File: src/verilog/sensor_pkg.sv
package sensor_pkg;

    localparam int SAMPLE_W  = 16;
    localparam int COEFF_W   = 16;
    localparam int NUM_TAPS  = 32;
    localparam int NUM_BANKS = 4;
    localparam int TAP_W     = $clog2(NUM_TAPS);
    localparam int BANK_W    = $clog2(NUM_BANKS);
    localparam int ACC_W     = SAMPLE_W + COEFF_W + TAP_W;  // 37 bits hold 32 full products

    typedef logic signed [SAMPLE_W-1:0] sample_t;
    typedef logic signed [COEFF_W-1:0]  coeff_t;
    typedef logic [TAP_W-1:0]           tap_t;
    typedef logic [BANK_W-1:0]          bank_t;

    typedef enum logic [1:0] {
        AXIS_NONE = 2'd0,
        AXIS_X    = 2'd1,
        AXIS_Y    = 2'd2,
        AXIS_Z    = 2'd3
    } axis_t;

    typedef enum logic [1:0] {
        IDLE         = 2'd0,
        FILTER_START = 2'd1,
        FILTER_WAIT  = 2'd2,
        HOLD         = 2'd3
    } seq_state_t;

    // moving average defaults
    localparam coeff_t MA16_COEFF = 16'sh1000;
    localparam coeff_t MA32_COEFF = 16'sh0800;
    localparam int     MA16_TAPS  = 16;

    function automatic coeff_t default_coeff(input bank_t bank, input tap_t tap);
        coeff_t value;
        value = '0;
        case (bank)
            bank_t'(0): begin
                if (int'(tap) < MA16_TAPS) begin
                    value = MA16_COEFF;
                end
            end
            bank_t'(1): value = MA32_COEFF;
            default:    value = '0;  // banks 2 and 3 start empty
        endcase
        return value;
    endfunction

endpackage

File: src/verilog/fir_mac.sv
`timescale 1ns/100ps

module fir_mac #(
    parameter int FRAC_BITS = 16
) (
    input  logic                sys_clk,
    input  logic                rst,
    input  logic                run,
    input  sensor_pkg::sample_t sample_in,
    input  sensor_pkg::coeff_t  coeff,
    output sensor_pkg::tap_t    tap,
    output logic                busy,
    output sensor_pkg::sample_t filter_data
);
    import sensor_pkg::*;

    sample_t                 delay [NUM_TAPS];  // entry 0 is newest
    logic signed [ACC_W-1:0] acc;
    logic signed [ACC_W-1:0] product;
    logic signed [ACC_W-1:0] acc_next;
    logic signed [ACC_W-1:0] acc_scaled;
    logic                    last_tap;

    assign product    = ACC_W'(coeff) * ACC_W'(delay[tap]);
    assign acc_next   = acc + product;
    assign acc_scaled = acc_next >>> FRAC_BITS;  // arithmetic shift keeps sign
    assign last_tap   = (tap == tap_t'(NUM_TAPS - 1));

    always_ff @(posedge sys_clk) begin
        if (rst) begin
            busy        <= 1'b0;
            tap         <= '0;
            filter_data <= '0;
            for (int i = 0; i < NUM_TAPS; i++) begin
                delay[i] <= '0;
            end
        end else if (run) begin
            busy     <= 1'b1;
            tap      <= '0;
            delay[0] <= sample_in;
            for (int i = 1; i < NUM_TAPS; i++) begin
                delay[i] <= delay[i-1];
            end
        end else if (busy) begin
            tap <= tap + 1'b1;
            if (last_tap) begin  // final product folded in here
                busy        <= 1'b0;
                filter_data <= acc_scaled[SAMPLE_W-1:0];
            end
        end
    end

    always_ff @(posedge sys_clk) begin
        if (run) begin
            acc <= '0;
        end else if (busy) begin
            acc <= acc_next;
        end
    end

    a_no_run_when_busy: assert property (@(posedge sys_clk) disable iff (rst)
        run |-> !busy);

endmodule

File: config.mk
export PLATFORM = sky130hd
export DESIGN_NAME = fir_mac
export DESIGN_NICKNAME = d
export VERILOG_FILES = /design/src/verilog/sensor_pkg.sv /design/src/verilog/fir_mac.sv
export SDC_FILE = /design/constraint.sdc
export NUM_CORES = 2
export LEC_CHECK = 0
export ABC_AREA = 1
export BUFFER_PORTS_ARGS = -buffer_cell sky130_fd_sc_hd__buf_2
export CAP_MARGIN = 20
export CORE_ASPECT_RATIO = 0.8
export CORE_MARGIN = 2
export CORE_UTILIZATION = 28
export CTS_CLUSTER_DIAMETER = 120
export DETAILED_ROUTE_END_ITERATION = 6
export RECOVER_POWER = 100
export SYNTH_ARGS = -nofsm -noshare
export SYNTH_HDL_FRONTEND = slang
export SYNTH_SLANG_ARGS = --single-unit
File: constraint.sdc
create_clock -name sys_clk -period 14.5 [get_ports sys_clk]
set_input_delay 0.725 -clock sys_clk [delete_from_list [all_inputs] [get_ports sys_clk]]
set_output_delay 0.725 -clock sys_clk [all_outputs]
set_load 0.1 [all_outputs]
**Word-level counts from Yosys, hierarchy flattened**

Memories as Yosys holds them, arrays and structs flattened. A register that Yosys moved wholly into a read port is not among the register bits.
Cells that the tools add are included.
W data, S select, Z words.

- Flip-flop bits (word level): 59
- RAM bits: 512
- Input port bits: 35
- Output and inout bits: 22
- Memories kept: 1

- Add/sub/neg operators: 2
- Multipliers: 1
- Eq/ne operators: 1
- Muxes and demuxes: 42
- Bitwise logic cells: 33
- Reduce and logical (&&, ||, !) cells: 2

Memory list:

| name | words | width | rd ports | clocked after Yosys merged registers in | write ports | RTL line | RTL |
|---|---|---|---|---|---|---|---|
| delay | 32 | 16 | 32 | 1 | 32 | fir_mac.sv:17 | `sample_t delay [NUM_TAPS];` |

Operators by type and width:

| operator | number |
|---|---|
| $mux W16 | 32 |
| $add A37 B32 Y37 | 1 |
| $mul A16 B16 Y32 | 1 |
| $or A1 B1 Y1 | 32 |
| $mux W5 | 2 |
| $mux W1 | 8 |
| $add A5 B1 Y5 const B | 1 |
| $eq A5 B5 Y1 const B | 1 |
| $reduce_and A3 Y1 | 1 |
| $reduce_or A2 Y1 | 1 |
| $not A1 Y1 | 1 |

**Logic depth before layout (Yosys ltp)**

- Word-level depth: 4
- Gate-level depth with buffers: 41
- Depth with buffers taken out: 36

**Worst setup path before layout**

No wires, ideal clock.

- Kind: input to register
- From: in run
- To: reg (tool-made name)
- Setup time: 0.637 ns
- Arrival time: 11.483 ns
- Data required time: 13.863 ns
- Setup slack: 2.380 ns
- Cell stages on the path: 4
- Cell sequence: clkbuf_1 nor2_1 inv_1 nor3_1

RTL lines:

| what | RTL line | RTL |
|---|---|---|
| start: declaration | fir_mac.sv:8 | `input logic run,` |

==> metrics <==
status=finished, violations left; failing checks=capacitance limit, slew limit; CTS tree=done; drt wl/cell=roughly 16 µm; Clock Path Buffers=3; critical path class=reg2reg; post-synth top area share=41.29%; Layout area overhead=9.072%; Clock Pin Slew Worst Setup and Hold Paths=~60 ps; Die Span X=411.7 µm; Post-CTS Setup Bufs=0; CTS Sinks=~570; IO Count=57; NumNets Final=approximately 4,500; Setup crit start kind=flip-flop; Initial DRC Count=~2,400; Final min period=about 11,000 ps; Synth area leaders=edfxtp_1, fa_1, inv_1, nor2_1, o21ai_0; FP Rows=around 120; Critical Path Sink Type=flip-flop; HPWL Detailed=between 60,000 and 70,000 µm; Post-Syn Area=0.03724 mm²; Cell Area, Placed=0.03884 mm²; Die H=approximately 330 µm; R2R setup slack=between 3000 and 4000 ps; Most used DFF post-synth=edfxtp_1; HP Class=in2reg; first-pass GRT wire length=between 100,000 and 150,000 µm; die area=between 0.1 and 0.15 mm²; DRC Markers=0; Mean Syn Cell Area=approximately 9.1 µm²; Worst path max stage delay=~1800 ps; number of flops mapped to enable cells by yosys=slightly above 500; Crit path arrival time=about 11,000 ps; Net Count, Synth=around 4,500; largest net degree at the start of global routing=206; slew margin rel.=-471.2%; Period Utilization, post-route=between 70% and 80%; initial antenna violation count=2; port bufs=56; post-route antenna net violation count=0; post-CTS sizing=0; layout filler cell count=13,770; setup violators final=0; CTS Root Cell=clkbuf_16; Total Neg Setup Slack=0 ps; CP dominant cell by count=inv_1; H-tree lvl count=2; CP max stage cell=dfxtp_1; RSZ-0062 raised after global routing=false; storage element area=about 0.017 mm²; Starting Density=~28%; Inst Count DP=5,738; DR vias=~26,000; average vias per placed instance=approximately 4.5; Seq cells post-synth=roughly 570; Pre-Repair DR Iteration Count=6; multi-input logic area=between 0.015 and 0.02 mm²; hold buffer count at cts=0; number of antenna diodes=0; gpl congestion=between 0.8 and 0.9; CP required=between 15,000 and 20,000 ps; Finished Layout Cells=5,845; synth unique cells=39; Synth Instances=a little over 4,000; Fin. Hold Viols=0; CORE AREA=between 0.1 and 0.15 mm²; yosys warns=0; post-route cell area=just over 0.04 mm²; clock buffer count from CTS=just over 60; CP max FO=205; Max-Cap Viols=10; Post-Route WL=90,990 µm; Clock Latency Late Sink=around 670 ps; share of cells above drive strength 1=a little over 4%; Tightest Pin Transition=8568 ps; vias in the first global route=between 20,000 and 30,000; Seq/Total Area, Yosys=roughly 44%; skew final=34.58 ps; Async SR Flop Fraction=0%; remaining global-route overflow=0; GR Util All Layers=13.53%; cell taking the most area after synthesis=edfxtp_1; Max Fclk=between 90 and 100 MHz; Max Slew Vio Count=between 900 and 1,000
-- placed cells by master (no fill, tap or decap), types with 3 or more instances in the layout --
master     Yosys  routed
clkbuf_16      0      61
o21ai_0      299     299
buf_4         11      16
inv_1        951     948
clkbuf_1     117      44
edfxtp_1     512     512
a21o_1         6       6
bufinv_16      0       3
o311ai_1       4       4
nand4_1       14      14
inv_2          8       9
xnor2_1        4       4
nor2_1       753     753
buf_2         25      33
fa_1         292     292
ha_1         100     100
o21ai_1       71      71
nand3b_1       4       4
nand2_2       14      13
o21bai_1       6       6
nor3_1        15      14
nand3_1      161     161
a21oi_1      289     289
nor2_2         5       5
a31oi_1        3       3
dfxtp_1       59      56
clkinv_1       9      23
clkinv_2       0       5
nand2_1      279     280
o211ai_1      29      29
xor2_1         9       9
-- per-layer routing --
metal	up-vias	wire [µm]	track usage [%]
li1	12720	-	-
met1	12810	44630	20.27
met2	645	39370	20.37
met3	105	5262	2.134
met4	2	1710	3.145
met5	-	11	0
-- sequential cells by signal, summed over array words and instances, names as in the netlist, named ones only --
name / count
delay: 512
busy: 1
filter_data: 16
tap: 5
acc: 32
-- synth_stat cells (2+ instances only) --
master,number
o311ai_1,4
nor3_1,15
clkinv_1,9
o21ai_1,71
o21ai_0,299
clkbuf_2,3
a21o_1,6
inv_1,951
nand4_1,14
o211ai_1,29
ha_1,100
fa_1,292
nand2_1,279
o21bai_1,6
buf_4,11
buf_6,31
a31o_2,2
clkbuf_1,117
nor2_2,5
nand3b_1,4
edfxtp_1,512
xnor2_1,4
or2_2,2
dfxtp_1,59
xor2_1,9
o31ai_1,2
buf_2,25
nor2_1,753
a21oi_1,289
nand2_2,14
nand3_1,161
inv_2,8
a31oi_1,3
buf_1,19
-- metrics by stage --
step / util, % / setup slack, ps / hold slack [ps]
after floorplan: - / 2380 / 455.5
after global placement: 29.48 / 5250 / 481.3
after detailed placement: 29.48 / 5226 / 485.2
after CTS: 30.90 / 5184 / 331.8
after global routing: 30.82 / 2570 / 349.5
final: 30.82 / 3586 / 373.7
-- layout make-up --
cell class / instances / area share, %
inverter: 969 / 8.995
clock inverter: 29 / 0.6623
multi-input combinational: 2365 / 39.21
timing repair buffer: 79 / 0.9827
tap: 1754 / 5.403
clock buffer: 78 / 3.965
sequential: 571 / 40.78
-- worst max-delay path, delay by kind of cell, from the launching register on --
kind            cells  cell delay [ps]
fa+ha+maj           7             3550
buf+inv            10             2640
flops               1             1840
simple gates       10             1630
compound gates      6              960
-- cell families (layout without fill, tap and decap cells) --
kind of cell / Yosys count / count (layout) / synth area share, %
buf+inv: 1177 / 1155 / 12.78
compound gates: 713 / 713 / 9.963
xor+xnor: 13 / 13 / 0.3058
fa+ha+maj: 392 / 392 / 19.06
flops: 571 / 571 / 44.46
simple gates: 1247 / 1247 / 13.44
-- worst paths after layout --
| check | startpoint | endpoint | depth (start not counted) |
|---|---|---|---|
| setup / recovery | flip-flop | acc[31]$_SDFFE_PP0P_ | 33 |
| hold / removal | sample_in[2] | delay[0][2]$_SDFFCE_PN0P_ | 3 |
| setup reg to reg | flip-flop | acc[31]$_SDFFE_PP0P_ | 33 |
| hold reg to reg | filter_data[6]$_SDFFE_PP0P_ | filter_data[6]$_SDFFE_PP0P_ | 2 |
Power is left out: the tool's default activity adds up to more than one toggle a clock period on the data nets, which glitch-free logic cannot reach.
