File: src/verilog/sensor_pkg.sv
package sensor_pkg;

    localparam int SAMPLE_W  = 16;
    localparam int COEFF_W   = 16;
    localparam int NUM_TAPS  = 32;
    localparam int NUM_BANKS = 4;
    localparam int TAP_W     = $clog2(NUM_TAPS);
    localparam int BANK_W    = $clog2(NUM_BANKS);
    localparam int ACC_W     = SAMPLE_W + COEFF_W + TAP_W;  // 37 bits hold 32 full products

    typedef logic signed [SAMPLE_W-1:0] sample_t;
    typedef logic signed [COEFF_W-1:0]  coeff_t;
    typedef logic [TAP_W-1:0]           tap_t;
    typedef logic [BANK_W-1:0]          bank_t;

    typedef enum logic [1:0] {
        AXIS_NONE = 2'd0,
        AXIS_X    = 2'd1,
        AXIS_Y    = 2'd2,
        AXIS_Z    = 2'd3
    } axis_t;

    typedef enum logic [1:0] {
        IDLE         = 2'd0,
        FILTER_START = 2'd1,
        FILTER_WAIT  = 2'd2,
        HOLD         = 2'd3
    } seq_state_t;

    // moving average defaults
    localparam coeff_t MA16_COEFF = 16'sh1000;
    localparam coeff_t MA32_COEFF = 16'sh0800;
    localparam int     MA16_TAPS  = 16;

    function automatic coeff_t default_coeff(input bank_t bank, input tap_t tap);
        coeff_t value;
        value = '0;
        case (bank)
            bank_t'(0): begin
                if (int'(tap) < MA16_TAPS) begin
                    value = MA16_COEFF;
                end
            end
            bank_t'(1): value = MA32_COEFF;
            default:    value = '0;  // banks 2 and 3 start empty
        endcase
        return value;
    endfunction

endpackage

File: src/verilog/coeff_bank.sv
`timescale 1ns/100ps

module coeff_bank #(
    parameter sensor_pkg::axis_t AXIS_ID = sensor_pkg::AXIS_X
) (
    input  logic                sys_clk,
    input  logic                rst,
    input  logic                update_en,
    input  sensor_pkg::axis_t   update_axis,
    input  sensor_pkg::bank_t   update_bank,
    input  sensor_pkg::tap_t    update_index,
    input  sensor_pkg::coeff_t  update_value,
    input  sensor_pkg::bank_t   bank_sel,
    input  sensor_pkg::tap_t    tap,
    output sensor_pkg::coeff_t  coeff
);
    import sensor_pkg::*;

    coeff_t mem [NUM_BANKS][NUM_TAPS];
    logic   wr_hit;

    assign wr_hit = update_en && (update_axis == AXIS_ID);  // only this axis

    always_ff @(posedge sys_clk) begin
        if (rst) begin
            for (int b = 0; b < NUM_BANKS; b++) begin
                for (int t = 0; t < NUM_TAPS; t++) begin
                    mem[b][t] <= default_coeff(bank_t'(b), tap_t'(t));
                end
            end
        end else if (wr_hit) begin
            mem[update_bank][update_index] <= update_value;
        end
    end

    // same-cycle read for the mac engine
    assign coeff = mem[bank_sel][tap];

    a_axis_id_valid: assert property (@(posedge sys_clk)
        AXIS_ID != AXIS_NONE);

endmodule

File: config.mk
export PLATFORM = sky130hd
export DESIGN_NAME = coeff_bank
export DESIGN_NICKNAME = d
export VERILOG_FILES = /design/src/verilog/sensor_pkg.sv /design/src/verilog/coeff_bank.sv
export SDC_FILE = /design/constraint.sdc
export NUM_CORES = 2
export LEC_CHECK = 0
export BUFFER_PORTS_ARGS = -buffer_cell sky130_fd_sc_hd__buf_2
export CAP_MARGIN = 15
export CORE_MARGIN = 2
export CORE_UTILIZATION = 58
export CTS_CLUSTER_SIZE = 30
export DETAILED_ROUTE_END_ITERATION = 10
export PLACE_DENSITY = 0.77
export SLEW_MARGIN = 20
export SYNTH_ARGS = -nofsm -noshare
export SYNTH_HDL_FRONTEND = slang
export SYNTH_SLANG_ARGS = --single-unit
File: constraint.sdc
create_clock -name sys_clk -period 3.95 [get_ports sys_clk]
set_input_delay 0.79 -clock sys_clk [delete_from_list [all_inputs] [get_ports sys_clk]]
set_output_delay 0.79 -clock sys_clk [all_outputs]
set_load 0.1 [all_outputs]
Word level (Yosys, flattened, before mapping)

Memories as Yosys holds them, arrays and structs flattened.
Index checks and enable logic that the tools add are counted.

Bitwise logic cells: 2
Add/subtract/negate cells: 0
Muxes and demuxes: 16
$lt $le $gt $ge: 3
Divide/modulo/power cells: 0
Shifts and indexed selects: 0
Eq/ne operators: 1
Multiply operators: 0
Reductions and logical operators: 3

Operators with widths:

| kind                 | count |
|---|---|
| $mux W512            | 3 |
| $reduce_or A512 Y1   | 1 |
| $mux W16             | 6 |
| $bmux W16 S5         | 1 |
| $demux W16 S5        | 1 |
| $ge A6 B6 Y1 const B | 2 |
| $not A5 Y6           | 2 |
| $lt A6 B1 Y1 const B | 1 |
| $mux W1              | 4 |
| $eq A2 B1 Y1 const B | 1 |
| $logic_and A1 B1 Y1  | 2 |
| $mux W2              | 1 |

Bits of input ports: 35
Bits in read-only memories: 0
Memories: 1
Logic and storage cells: 26
Output and inout bits: 16
Bits in registers: 0
RAM bits: 2048
Bits in latches: 0

Memory list:

| memory | depth | width | read ports | clocked after memory_dff | wr ports | RTL line         | source |
|---|---|---|---|---|---|---|---|
| mem    | 4     | 512   | 1          | 0                        | 4        | coeff_bank.sv:19 | `coeff_t mem [NUM_BANKS][NUM_TAPS];` |

Logic depth before layout (Yosys ltp)

Word-level depth: 8
Depth in mapped cells: 7
Gate-level depth less buffers: 4

Worst setup path before layout

OpenSTA, ideal clock, no wires.

Kind: input port to output port
Start point: input bank_sel[0]
End point: output coeff[0]
Stages on the path: 6
Required time: 3160 ps
Buffers on the path: 2
Data arrival time: 3397 ps
Setup slack: -237 ps
Cell sequence: buf_2 clkbuf_1 mux4_2 mux4_2 mux4_2 mux2_2

Word-level cells in the longest chain between the ends: 4

Ends and longest elaborated chain:

| item                                        | RTL line         | source |
|---|---|---|
| from (decl)                                 | coeff_bank.sv:13 | `input sensor_pkg::bank_t bank_sel,` |
| $mem_v2 Z4 W512                             | n/a              |  |
| $bmux W16 S5                                | coeff_bank.sv:37 | `assign coeff = mem[bank_sel][tap];` |
| $mux W16 (implied by the code) (2 in a row) | coeff_bank.sv:37 |  |
| to (decl)                                   | coeff_bank.sv:15 | `output sensor_pkg::coeff_t coeff` |

Every way passes these cells. The select of a mux whose other input is x is not followed.

Worst setup path after layout

Start point: input bank_sel[0]
End point: output coeff[5]

The elaborated chain is that of the path after synthesis.

==> impl_results.html <==
<table>
<tr><th>Metric</th><th>Value</th></tr>
<tr><th colspan="2">Timing</th></tr>
<tr><td>Final-report setup violation count</td><td>16</td></tr>
<tr><td>Hold WS</td><td>633 ps</td></tr>
<tr><td>Worst slew slack as a fraction of its limit</td><td>between 20% and 30%</td></tr>
<tr><td>Sum Neg Setup Slack</td><td>-8230 ps</td></tr>
<tr><td>Final critical path time including I/O delays and setup</td><td>4510 ps</td></tr>
<tr><td>Ratio of final minimum period to clock period</td><td>114%</td></tr>
<tr><td>Maximum operating frequency</td><td>222 MHz</td></tr>
<tr><td>Final Hold Vio Count</td><td>0</td></tr>
<tr><td>Transition time at the pin with the least slew margin</td><td>1150 ps</td></tr>
<tr><td>Setup repair after global routing missed its margin</td><td>true</td></tr>
<tr><td>Final Worst Setup Slack</td><td>-556 ps</td></tr>
<tr><td>Max Slew Vio Count</td><td>0</td></tr>
<tr><th colspan="2">Setup path</th></tr>
<tr><td>Worst path buffer plus inverter count</td><td>5</td></tr>
<tr><td>Maximum fanout count along the critical path</td><td>13</td></tr>
<tr><td>Crit-path leading delay family</td><td>multiplexers</td></tr>
<tr><td>Cells along the critical path</td><td>buf_16 -&gt; buf_12 -&gt; buf_12 -&gt; buf_16 -&gt; mux4_2 -&gt; mux4_2 -&gt; mux4_2 -&gt; mux2_4 -&gt; buf_12</td></tr>
<tr><td>Category of the critical setup timing path</td><td>in2out</td></tr>
<tr><td>Required time worst endpoint</td><td>between 3000 and 4000 ps</td></tr>
<tr><td>Slowest CP cell</td><td>sky130_fd_sc_hd__mux4_2</td></tr>
<tr><td>Critical path endpoint category</td><td>output port</td></tr>
<tr><td>Critical Path Start</td><td>bank_sel[0]</td></tr>
<tr><td>Data arrival at the endpoint of the critical path</td><td>~3700 ps</td></tr>
<tr><td>Kind of launch point of the worst setup path</td><td>primary input</td></tr>
<tr><td>Largest stage delay on the critical path</td><td>580 ps</td></tr>
<tr><th colspan="2">Finish</th></tr>
<tr><td>Net total in the final layout</td><td>5734</td></tr>
<tr><td>Layout area overhead</td><td>12.5%</td></tr>
<tr><td>Top Registers</td><td>mem x2048</td></tr>
<tr><td>Most used cells in the layout excluding fill and tap cells</td><td>sky130_fd_sc_hd__edfxtp_1 (2048), sky130_fd_sc_hd__and2_1 (2000), sky130_fd_sc_hd__mux4_2 (672)</td></tr>
<tr><td>Fraction of final layout cells with drive strength greater than 1</td><td>25.7%</td></tr>
<tr><td>Largest register FFs</td><td>2048</td></tr>
<tr><td>Leading cell type in the layout, fill and taps excluded</td><td>sky130_fd_sc_hd__edfxtp_1</td></tr>
<tr><td>Fill cells</td><td>around 10000</td></tr>
<tr><td>Register name with the most flops</td><td>mem</td></tr>
<tr><td>Antenna diodes</td><td>0</td></tr>
<tr><td>Final cell count without fillers</td><td>roughly 8000</td></tr>
<tr><td>Multi-input gate area</td><td>29900 µm²</td></tr>
<tr><td>Area occupied by registers</td><td>61500 µm²</td></tr>
<tr><th colspan="2">Flow run</th></tr>
<tr><td>Number of maximum-capacitance constraint violations</td><td>0</td></tr>
<tr><th colspan="2">Synthesis</th></tr>
<tr><td>Synthesized area</td><td>around 93000 µm²</td></tr>
<tr><td>Mean instance size in the synthesized netlist</td><td>16.6 µm²</td></tr>
<tr><td>Number of instances in the synthesized netlist</td><td>5630</td></tr>
<tr><td>Post-synth cell types</td><td>23</td></tr>
<tr><td>Sequential share of the synthesized area</td><td>65.8%</td></tr>
<tr><td>#FFs+latches synth</td><td>2048</td></tr>
<tr><td>Total of warnings raised by yosys</td><td>0</td></tr>
<tr><td>Net Count, Synth</td><td>5665</td></tr>
<tr><th colspan="2">Run status</th></tr>
<tr><td>Failing checks</td><td>setup timing</td></tr>
<tr><td>Run status</td><td>finished with violations</td></tr>
<tr><th colspan="2">Global routing</th></tr>
<tr><td>Largest net degree at the start of global routing</td><td>about 130</td></tr>
<tr><td>Number of global-route vias before repair</td><td>50900</td></tr>
<tr><td>Global router's overall resource usage</td><td>31.0%</td></tr>
<tr><td>Most utilized layer in the global route result</td><td>met2</td></tr>
<tr><td>Wire length of the first global-routing pass</td><td>362 mm</td></tr>
<tr><td>Met1 track utilization from global routing</td><td>44.1%</td></tr>
<tr><td>GR met2 Demand/Resource</td><td>47.7%</td></tr>
<tr><td>Antenna violations before repair</td><td>17</td></tr>
<tr><td>Met3 demand-to-capacity share in global routing</td><td>7.03%</td></tr>
<tr><td>Overflow after GRT</td><td>0</td></tr>
<tr><th colspan="2">Clocking</th></tr>
<tr><td>Reg clk slew, reported paths</td><td>60 ps</td></tr>
<tr><td>Cell at the root of the clock tree</td><td>sky130_fd_sc_hd__clkbuf_16</td></tr>
<tr><td>Maximum buffer depth of the clock tree</td><td>3</td></tr>
<tr><td>Number of buffers created by CTS</td><td>between 200 and 250</td></tr>
<tr><td>TritonCTS sink count</td><td>2048</td></tr>
<tr><td>Maximum level of the CTS H-tree</td><td>4</td></tr>
<tr><td>CTS tree</td><td>built</td></tr>
<tr><th colspan="2">Floorplan</th></tr>
<tr><td>IO Pins</td><td>between 50 and 60</td></tr>
<tr><td>Die span in y</td><td>405 µm</td></tr>
<tr><td>Starting utilization of the core area</td><td>58.3%</td></tr>
<tr><td># rows</td><td>roughly 150</td></tr>
<tr><td>DIE AREA</td><td>164000 µm²</td></tr>
<tr><td>Die extent in x</td><td>a little over 400 µm</td></tr>
<tr><td>Core area</td><td>160000 µm²</td></tr>
<tr><th colspan="2">Placed design</th></tr>
<tr><td>GPL Wtd Cong</td><td>0.882</td></tr>
<tr><td>Cells after DPL</td><td>7630</td></tr>
<tr><td>Number of port buffers</td><td>50</td></tr>
<tr><td>Estimated wirelength of the detail-placed design</td><td>158 mm</td></tr>
<tr><th colspan="2">Drt</th></tr>
<tr><td>DRT Pass-1 Iters</td><td>5</td></tr>
<tr><td>DR DRC count</td><td>0</td></tr>
<tr><td>Count of antenna-violating nets left after detailed routing</td><td>0</td></tr>
<tr><td>Routed length per placed instance</td><td>between 30 and 40 µm</td></tr>
<tr><td>Per-cell via count in the routed design</td><td>6.41</td></tr>
<tr><td>Wirelength, routed</td><td>251 mm</td></tr>
<tr><td>Vias post-DR</td><td>51500</td></tr>
<tr><td>Starting DRT DRC Count</td><td>7558</td></tr>
<tr><th colspan="2">Worst hold path</th></tr>
<tr><td>Class of the tightest hold or removal check</td><td>in2reg</td></tr>
<tr><td>Start point of the worst hold path</td><td>update_value[9]</td></tr>
<tr><th colspan="2">Pwr</th></tr>
<tr><td>Switching Share</td><td>between 20% and 30%</td></tr>
<tr><td>Share of power burned in the clock network</td><td>38.8%</td></tr>
<tr><td>Share of total power in combinational logic</td><td>9.5%</td></tr>
<tr><td>Power Internal</td><td>37400 µW</td></tr>
<tr><td>Peak supply drop</td><td>approximately 0.53 mV</td></tr>
<tr><td>Power density over the cells</td><td>465 nW/µm²</td></tr>
<tr><td>Static leakage power</td><td>0.0363 µW</td></tr>
<tr><td>Switching power of the nets</td><td>11400 µW</td></tr>
<tr><td>Share of power burned in registers</td><td>51.7%</td></tr>
</table>
layout make-up:
| type | count | share of cell area, % |
|---|---|---|
| Clock inverter | 120 | 1.08 |
| Clock buffer | 251 | 5.05 |
| Tap cell | 2160 | 2.57 |
| Sequential cell | 2048 | 58.6 |
| Multi-Input combinational cell | 3038 | 28.4 |
| Timing Repair Buffer | 409 | 4.30 |
power groups by stage:
stage,Combinational (µW),Clock [µW],Sequential [µW]
after detailed placement,4340,0,25700
after global routing,4710,19900,25300
after floorplan,2620,0,25500
after global placement,4310,0,25700
after CTS,4560,19000,25300
final,4620,19000,25300
logic make-up after synthesis:
| group | synth area share (%) |
|---|---|
| muxes | 16.4 |
| and+or+nand+nor | 15.5 |
| DFF | 65.8 |
| buffers and inverters | 2.27 |
routing by layer:
metal,up-vias,routed length (µm)
met3,505,30500
met2,3311,118000
li1,21000,-
met4,4,9740
met5,-,19
met1,26600,92100
final timing paths:
check          end  cells after the start
min    mem[2][137]                      2
max       coeff[5]                      9
through the flow:
stage | instance area, µm² | utilization [%] | setup WS [ps] | total power [µW]
5_1_grt | 105000 | 65.6 | -530 | 49900
3_5_place_dp | 97800 | 61.1 | -759 | 30100
6_report | 105000 | 65.6 | -556 | 48900
2_1_floorplan | 93800 | - | 2.01 | 28100
4_1_cts | 105000 | 65.5 | -512 | 48800
3_3_place_gp | 97800 | 61.1 | -768 | 30000
timing repair:
item                                    in CTS  in global routing
endpoints found under the setup margin      16                 16
cloned                                       7                  1
setup buffers                               16                  3
hold buffers                                 0                  0
resized for setup                           92                  7
cells in the mapped netlist, drive strengths merged:
cell type	number	area [µm²]
nor3	5	25.0
edfxtp	2048	61500
nand2	1	3.75
or3b	1	8.76
nand4bb	7	78.8
or3	47	294
nand2b	3	18.8
nor3b	3	22.5
buf	78	367
nor2	124	465
or2	129	807
clkbuf	466	1750
and3	1	6.26
nand3	1	5.00
mux4	672	15100
nor4bb	1	10.0
and2	2000	12500
and3b	3	26.3
nand4	8	50.1
nand4b	16	140
mux2	16	180
No activity file was read; power rests on OpenSTA's default activity.
