### config.mk
export PLATFORM = sky130hd
export DESIGN_NAME = filter_sequencer
export DESIGN_NICKNAME = d
export VERILOG_FILES = /design/src/verilog/sensor_pkg.sv /design/src/verilog/filter_sequencer.sv
export SDC_FILE = /design/constraint.sdc
export NUM_CORES = 1
export LEC_CHECK = 0
export BUFFER_PORTS_ARGS = -buffer_cell sky130_fd_sc_hd__buf_2
export CORE_AREA = 2 2 39 41
export CTS_CLUSTER_DIAMETER = 80
export CTS_CLUSTER_SIZE = 25
export DETAILED_ROUTE_END_ITERATION = 8
export DIE_AREA = 0 0 41 43
export PLACE_DENSITY = 0.41
export SLEW_MARGIN = 20
export SYNTH_ARGS = -nofsm -noshare
export SYNTH_HDL_FRONTEND = slang
export SYNTH_SLANG_ARGS = --single-unit
export TNS_END_PERCENT = 50
### constraint.sdc
create_clock -name sys_clk -period 1.5 [get_ports sys_clk]
set_clock_uncertainty 0.15 [all_clocks]
set_input_delay 0.15 -clock sys_clk [delete_from_list [all_inputs] [get_ports sys_clk]]
set_output_delay 0.15 -clock sys_clk [all_outputs]
set_load 0.02 [all_outputs]
### src/verilog/sensor_pkg.sv
package sensor_pkg;

    localparam int SAMPLE_W  = 16;
    localparam int COEFF_W   = 16;
    localparam int NUM_TAPS  = 32;
    localparam int NUM_BANKS = 4;
    localparam int TAP_W     = $clog2(NUM_TAPS);
    localparam int BANK_W    = $clog2(NUM_BANKS);
    localparam int ACC_W     = SAMPLE_W + COEFF_W + TAP_W;  // 37 bits hold 32 full products

    typedef logic signed [SAMPLE_W-1:0] sample_t;
    typedef logic signed [COEFF_W-1:0]  coeff_t;
    typedef logic [TAP_W-1:0]           tap_t;
    typedef logic [BANK_W-1:0]          bank_t;

    typedef enum logic [1:0] {
        AXIS_NONE = 2'd0,
        AXIS_X    = 2'd1,
        AXIS_Y    = 2'd2,
        AXIS_Z    = 2'd3
    } axis_t;

    typedef enum logic [1:0] {
        IDLE         = 2'd0,
        FILTER_START = 2'd1,
        FILTER_WAIT  = 2'd2,
        HOLD         = 2'd3
    } seq_state_t;

    // moving average defaults
    localparam coeff_t MA16_COEFF = 16'sh1000;
    localparam coeff_t MA32_COEFF = 16'sh0800;
    localparam int     MA16_TAPS  = 16;

    function automatic coeff_t default_coeff(input bank_t bank, input tap_t tap);
        coeff_t value;
        value = '0;
        case (bank)
            bank_t'(0): begin
                if (int'(tap) < MA16_TAPS) begin
                    value = MA16_COEFF;
                end
            end
            bank_t'(1): value = MA32_COEFF;
            default:    value = '0;  // banks 2 and 3 start empty
        endcase
        return value;
    endfunction

endpackage

### src/verilog/filter_sequencer.sv
`timescale 1ns/100ps

module filter_sequencer (
    input  logic sys_clk,
    input  logic rst,
    input  logic tick,
    input  logic x_busy,
    input  logic y_busy,
    input  logic z_busy,
    output logic run,
    output logic available,
    output logic data_interrupt
);
    import sensor_pkg::*;

    seq_state_t state;
    logic       available_d;  // last cycle's available
    logic       any_busy;

    assign any_busy = x_busy | y_busy | z_busy;

    always_ff @(posedge sys_clk) begin
        if (rst) begin
            state     <= IDLE;
            run       <= 1'b0;
            available <= 1'b1;
        end else begin
            run <= 1'b0;
            case (state)
                IDLE: begin
                    if (tick) begin  // ticks elsewhere are dropped
                        state     <= FILTER_START;
                        run       <= 1'b1;
                        available <= 1'b0;
                    end
                end
                FILTER_START: begin
                    state <= FILTER_WAIT;  // engines raise busy on this edge
                end
                FILTER_WAIT: begin
                    if (!any_busy) begin
                        state <= HOLD;
                    end
                end
                HOLD: begin
                    state     <= IDLE;
                    available <= 1'b1;
                end
                default: begin
                    state <= IDLE;
                end
            endcase
        end
    end

    // interrupt one cycle after available rises
    always_ff @(posedge sys_clk) begin
        if (rst) begin
            available_d    <= 1'b1;
            data_interrupt <= 1'b0;
        end else begin
            available_d    <= available;
            data_interrupt <= available & ~available_d;
        end
    end

    a_run_drops_avail: assert property (@(posedge sys_clk) disable iff (rst)
        run |-> $fell(available));

    a_irq_one_cycle: assert property (@(posedge sys_clk) disable iff (rst)
        data_interrupt |=> !data_interrupt);

    a_idle_not_busy: assert property (@(posedge sys_clk) disable iff (rst)
        (state == IDLE) |-> !any_busy);

endmodule

* After elaboration in Yosys (flattened, before gate mapping)
Index checks and enable logic that the tools add are counted.
Widths: inputs -> output; s select.
** Storage, ports and cells
- Register bits :: 6
- Bits of input ports :: 6
- Output and inout bits :: 3
- Word-level logic and storage cells :: 26
** Cells by class
- Equal/unequal tests :: 5
- Muxes and demuxes :: 6
- Bitwise gates (word level) :: 5
- Reduce and logical (&&, ||, !) cells :: 5
** Operator list (number)
- $pmux 2 s4 :: 1
- $eq 2x2->1 const B :: 2
- $mux 2 :: 2
- $ne 2x2->1 const B :: 2
- $reduce_and 2->1 :: 2
- $eq 2x1->1 const B :: 1
- $logic_not 2->1 :: 1
- $mux 1 :: 2
- $not 1->1 :: 2
- $or 1x1->1 :: 2
- $pmux 1 s2 :: 1
- $reduce_bool 2->1 :: 1
- $reduce_or 2->1 :: 1
- $and 1x1->1 :: 1

* Longest topological paths before layout
Gate-level depths: netlist of run 1.
- Depth after elaboration :: 4
- Depth in mapped cells :: 5
- Depth with buffers taken out :: 5

* Worst setup path after synthesis of run 1
Ideal clock, no wire load.
- Path kind :: register -> register
- Start point :: reg state[0]
- End point :: reg state[0]
- Library setup time :: 0.115 ns
- Data arrival time :: 0.950 ns
- Data required time :: 1.235 ns
- Setup slack :: 0.285 ns
- Stages on the path, launching flop included :: 6
- Buffers on the path :: 0
- Cells stage by stage :: dfxtp_1 inv_1 ha_1 nand2b_4 and2_1 o21a_1
** On the way
- Longest elaborated chain between the ends :: 3
- Elaborated cells between the ends (all ways) :: 8
- Classes of those cells :: eq/ne (5); mux (1); reduce/logical (2)
** Ends and longest elaborated chain
- start: declaration :: RTL line filter_sequencer.sv:16 : seq_state_t state;
- start signal: assignment :: RTL line filter_sequencer.sv:24 : state <= IDLE;
- start signal: assignment :: RTL line filter_sequencer.sv:32 : state <= FILTER_START;
- start signal: assignment :: RTL line filter_sequencer.sv:38 : state <= FILTER_WAIT;
- $eq 2x2->1 / $logic_not 2->1 (equally long branches) :: RTL line filter_sequencer.sv:29 : case (state)
- $ne 2x2->1 (no line)
- $reduce_and 2->1 (no line)
Several ways; a longest one is shown, not always the timed one.
A chain may end at the register's enable or synchronous reset.

* Worst setup path in the final report of run 1
- Start point :: reg state[0]
- End point :: reg state[1]
Same word-level chain as after synthesis.

==> results.py, run 1 <==
metrics = {
    "clock_tree": {
        "cts_inserted_buffers": 3,
        "clock_latency_ns": 0.24,
        "tritoncts": "yes",
        "cts_sinks": 6,
        "clockBufferDepth": 2,
        "clk_pin_slew_worst_paths_ns": 0.05,
        "h-tree-depth": 1,
        "root_buffer": "clkbuf_4",
    },
    "synth": {
        "synth.net_count": 37,
        "synth_largest_area_cell": "dfxtp_1",
        "netlist_area_um2": 280.3,
        "synth_top_area_frac": 0.4286,
        "ys_ff_latch": 6,
        "ys_types": 15,
        "synth_edf_count": 0,
        "yosysWarnings": 0,
        "synth_cells": 27,
        "syn_avg_cell_area_um2": 10.38,
        "synth_common_cells": "6 x dfxtp_1, 4 x ha_1, 3 x nor2_1",
        "yosysSeqAreaShare": 0.4286,
        "yosysMostFrequentCell": "dfxtp_1",
        "async_flop_share": 0,
        "ys.flop_type": "dfxtp_1",
        "yosys-top-cells-area": "dfxtp_1 43%, ha_1 18%, nand2b_4 4.9%",
    },
    "detailed_routing": {
        "drtIter0Drc": 16,
        "ant_nets": 0,
        "via_count": 229,
        "viasPerCell": 4.164,
        "post_drt_wl_per_cell_um": 8.873,
        "wirelength_um": 488,
        "first_pass_iters": 4,
        "drc_errors": 0,
    },
    "setup_path": {
        "path_class": "reg2reg",
        "endpoint_kind": "flip-flop",
        "crit_path_max_fanout": 3,
        "cp_top_family": "flip-flops",
        "critPathSlowestCell": "dfxtp_1",
        "critPathBufInv": 1,
        "reg2reg_depth": 5,
        "max_stage_delay_ns": 0.32,
        "cp.arrival_ns": 1.31,
        "startpoint_type": "flip-flop",
        "cp_data_required_time_ns": 1.50,
        "path_depth": 5,
        "crit_chain": "inv_1 > ha_1 > o31ai_2 > and2_1 > o31ai_1",
    },
    "floorplan": {
        "fp.dieW_um": 41,
        "dieArea_um2": 1763,
        "core_um2": 1384,
        "num_rows": 14,
        "num_io_pins": 9,
        "start_util": 0.2025,
        "die_h_um": 43,
    },
    "final_layout": {
        "ff_latch_area_um2": 120.1,
        "utilization": 0.2694,
        "post_route_cells_drive_above_1_share": 0.3590,
        "num-fill-cells": 159,
        "final_nets": 51,
        "syn2layout_area_growth_pct": 33.04,
        "antennaDiodeCount": 0,
        "multi_input_area_um2": 152.6,
    },
    "place": {
        "dp_hpwl_um": 369.2,
        "gp_congestion": 0.7839,
        "numPortBuffers": 8,
    },
    "timing": {
        "fmax_mhz": 767.0,
        "setup_viol_count_final": 0,
        "tightest_slew_ns": 0.2304,
        "period_needed_ns": 1.304,
        "tns_ns": 0,
        "hold_viol": 0,
        "min_period_over_period": 0.8692,
        "drv_slew": 0,
        "slew_headroom": 0.8455,
        "rsz0062_at_grt": "false",
    },
    "flow_run": {
        "maxCapViolCount": 0,
    },
    "pwr": {
        "power_density_nw_per_um2": 1579,
        "ir_worst_vdd_uv": 501.1,
        "p_leak_nw": 0.1740,
        "power_uw": 588.9,
    },
    "global_routing": {
        "grtUsageTotal": 0.07337,
        "antenna_found_initial": 0,
        "grt_max_degree": 8,
        "grt_pass1_vias": 203,
        "grt_pass1_wl_um": 759,
        "gr-total-overflow": 0,
    },
    "hold_path": {
        "min_path_type": "in2reg",
        "min_path_cells": 3,
    },
    "run_status": {
        "status": "finished, final reports clean",
    },
}
metrics by stage:
| step | cells | worst slack [ns] | area, um2 | hold WS, ns |
|---|---|---|---|---|
| global route | 55 | 0.1068 | 372.9 | 0.02404 |
| detailed placement | 51 | 0.2176 | 340.3 | 0.2355 |
| floorplan | 27 | 0.2853 | 280.3 | 0.07238 |
| finish | 55 | 0.1961 | 372.9 | 0.02672 |
| CTS | 55 | 0.2015 | 372.9 | 0.02114 |
| global placement | 51 | 0.2324 | 340.3 | 0.2309 |
worst min-delay path, delay by kind of cell:
family        cells  cell delay, ns
buf+inv           1            0.09
simple gates      2            0.14
flip-flops by register name, indices dropped and copies added, names as in the netlist:
signal          flops
state               2
run                 1
available           1
available_d         1
data_interrupt      1
layout make-up:
type | count | share of cell area
Multi-Input combinational cell | 19 | 0.4094
Sequential cell | 6 | 0.3221
Timing Repair Buffer | 9 | 0.1342
Clock buffer | 3 | 0.06040
Tap cell | 16 | 0.05369
Inverter | 2 | 0.02013
path summary, 6_finish.rpt:
check | start | end | slack (ns)
min reg2reg | available_d | data_interrupt | 0.24
max reg2reg | state[0] | state[1] | 0.20
max | state[0] | state[1] | 0.20
min | tick | run | 0.03
cell usage in the layout (no fill, tap or decap):
cell type / instances
nand4b_1: 1
nand2b_4: 1
dfxtp_1: 6
o21a_1: 1
o31ai_1: 1
clkbuf_4: 3
inv_1: 2
nor2_1: 3
and2_1: 1
a21oi_1: 2
nor3b_1: 1
o31ai_2: 1
o21bai_1: 1
buf_2: 8
nand2_1: 1
ha_1: 4
dlygate4sd3_1: 1
or2_2: 1
per-layer routing:
layer / vias up / routed length, um / GRT usage
met1: 101 / 233 / 0.07742
met3: 2 / 40 / 0.04712
met2: 11 / 206 / 0.07813
met5: - / 0 / 0
li1: 115 / - / -
met4: 0 / 7 / 0.1000
cells by family (layout without fill, tap and decap cells):
group | Yosys count | in the layout | share of synthesized area
buffers and inverters | 2 | 14 | 0.02680
AO/OA/AOI/OAI | 6 | 6 | 0.1607
adder cells (fa/ha/maj) | 4 | 4 | 0.1786
flip-flops | 6 | 6 | 0.4286
AND/OR/NAND/NOR | 9 | 9 | 0.2054
what timing repair did:
item | CTS | global route
gates resized for setup | 0 | 0
hold buffers | 1 | 0
buffers inserted | 0 | 0
hold endpoints to repair | 1 | 0
power breakdown:
part           switching [mW]  total [mW]  internal (mW)
clock                  0.0576       0.148         0.0905
combinational           0.120       0.216         0.0955
sequential             0.0248       0.225          0.200
total                   0.203       0.589          0.386
No activity file was read; power rests on OpenSTA's default activity.
==> run 2: changes to the inputs <==
--- a/config.mk
+++ b/config.mk
@@ -6,11 +6,11 @@
 export NUM_CORES = 1
 export LEC_CHECK = 0
 export BUFFER_PORTS_ARGS = -buffer_cell sky130_fd_sc_hd__buf_2
-export CORE_AREA = 2 2 39 41
+export CORE_AREA = 4 4 41 43
 export CTS_CLUSTER_DIAMETER = 80
 export CTS_CLUSTER_SIZE = 25
 export DETAILED_ROUTE_END_ITERATION = 8
-export DIE_AREA = 0 0 41 43
+export DIE_AREA = 0 0 45 47
 export PLACE_DENSITY = 0.41
 export SLEW_MARGIN = 20
 export SYNTH_ARGS = -nofsm -noshare
==> results.py, run 2 (synthesis gave the netlist of run 1 again) <==
metrics = {
    "run_status": {
        "status": "finished, final reports clean",
    },
    "clock_tree": {
        "h-tree-depth": 1,
        "tritoncts": "yes",
        "cts_inserted_buffers": 3,
        "clockBufferDepth": 2,
        "clock_latency_ns": 0.24,
        "cts_sinks": 6,
        "root_buffer": "clkbuf_4",
        "clk_pin_slew_worst_paths_ns": 0.04,
    },
    "setup_path": {
        "path_class": "reg2reg",
        "endpoint_kind": "flip-flop",
        "cp_data_required_time_ns": 1.49,
        "crit_start": "state[0]",
        "reg2reg_depth": 5,
        "crit_path_max_fanout": 3,
        "r2r_start": "state[0]",
        "startpoint_type": "flip-flop",
        "cp.arrival_ns": 1.32,
    },
    "detailed_routing": {
        "drtIter0Drc": 2,
        "viasPerCell": 4.037,
        "post_drt_wl_per_cell_um": 9.556,
        "ant_nets": 0,
        "drc_errors": 0,
        "first_pass_iters": 4,
        "via_count": 218,
        "wirelength_um": 516,
    },
    "global_routing": {
        "use_met1": 0.08182,
        "gr-total-overflow": 0,
        "use_met3": 0.05747,
        "grtUsageTotal": 0.06556,
        "grt_pass1_wl_um": 890,
        "busiest_layer": "met1",
        "grt_pass1_vias": 211,
        "grt_max_degree": 8,
        "use_met2": 0.07345,
        "antenna_found_initial": 0,
    },
    "timing": {
        "whs_ns": 0.02746,
        "tns_ns": 0,
        "fmax_mhz": 754.5,
        "min_period_over_period": 0.8836,
        "setup_viol_count_final": 0,
        "slew_headroom": 0.8505,
        "tightest_slew_ns": 0.2229,
        "drv_slew": 0,
        "period_needed_ns": 1.325,
        "hold_viol": 0,
        "rsz0062_at_grt": "false",
    },
    "floorplan": {
        "start_util": 0.2154,
        "die_h_um": 47,
        "fp.dieW_um": 45,
        "dieArea_um2": 2115,
        "num_rows": 13,
        "num_io_pins": 9,
        "core_um2": 1301,
    },
    "place": {
        "gp_congestion": 0.7762,
        "dp_hpwl_um": 412.8,
        "numPortBuffers": 8,
    },
    "pwr": {
        "power_density_nw_per_um2": 1579,
        "p_leak_nw": 0.1740,
        "power_uw": 586.7,
        "ir_worst_vdd_uv": 468.8,
    },
    "final_layout": {
        "post_route_cells_drive_above_1_share": 0.3590,
        "most-common-layout-cells": "8 x buf_2, 6 x dfxtp_1, 4 x ha_1",
        "antennaDiodeCount": 0,
        "final_nets": 51,
        "syn2layout_area_growth_pct": 32.59,
        "regMostFlops": "state",
        "final_common_cell": "buf_2",
        "largest_register_ffs": 2,
    },
    "flow_run": {
        "maxCapViolCount": 0,
    },
    "hold_path": {
        "min_path_type": "in2reg",
        "min_from": "tick",
        "min_path_cells": 3,
    },
}
[run 2: cell counts in the layout (fill, tap and decap cells not counted)]
No cell type changed its count.
[run 2: per-layer routing]
metal	routed length, um	vias to the layer above
li1	-	116
met1	250	92
met2	203	10
met3	62	0
met4	0	0
met5	0	-
[run 2: path summary, 6_finish.rpt]
| check | end | slack [ns] |
|---|---|---|
| hold / removal | run | 0.03 |
| setup reg to reg | state[1] | 0.17 |
| hold reg to reg | data_interrupt | 0.23 |
| setup / recovery | state[1] | 0.17 |
[run 2: per-stage QoR]
stage                 util  cell area, um2  std cells  worst slack, ns
CTS                 0.2856           371.6         54           0.1690
floorplan                -           280.3         27           0.2853
global route        0.2856           371.6         54          0.04516
detailed placement  0.2606           339.1         50           0.1857
global placement    0.2606           339.1         50           0.1698
finish              0.2856           371.6         54           0.1746
[run 2: final cells by class]
| cell class | instances | area [um2] |
|---|---|---|
| fillers | 153 | 929.6 |
| multi-input cells | 19 | 152.6 |
| well taps | 15 | 18.77 |
| inverters | 2 | 7.507 |
| clock buffers | 3 | 22.52 |
| flip-flops and latches | 6 | 120.1 |
| repair buffers | 9 | 50.05 |
[run 2: what timing repair did]
item                       4_1_cts  5_1_grt
resized for setup                0        0
hold endpoints to repair         2        0
hold buffers                     1        0
buffers inserted                 0        0
setup endpoints to repair        0        0
[run 2: critical path, cell delays in order, from the launching register on]
cell	delay [ns]
dfxtp_1	0.32
inv_1	0.11
ha_1	0.19
o31ai_2	0.08
and2_1	0.17
o31ai_1	0.21
[run 2: power by group]
part           total, mW  leakage [nW]  switching [mW]  internal [mW]
clock network      0.144        0.0138          0.0541         0.0902
logic              0.217         0.111           0.122         0.0953
registers          0.225        0.0495          0.0250          0.200
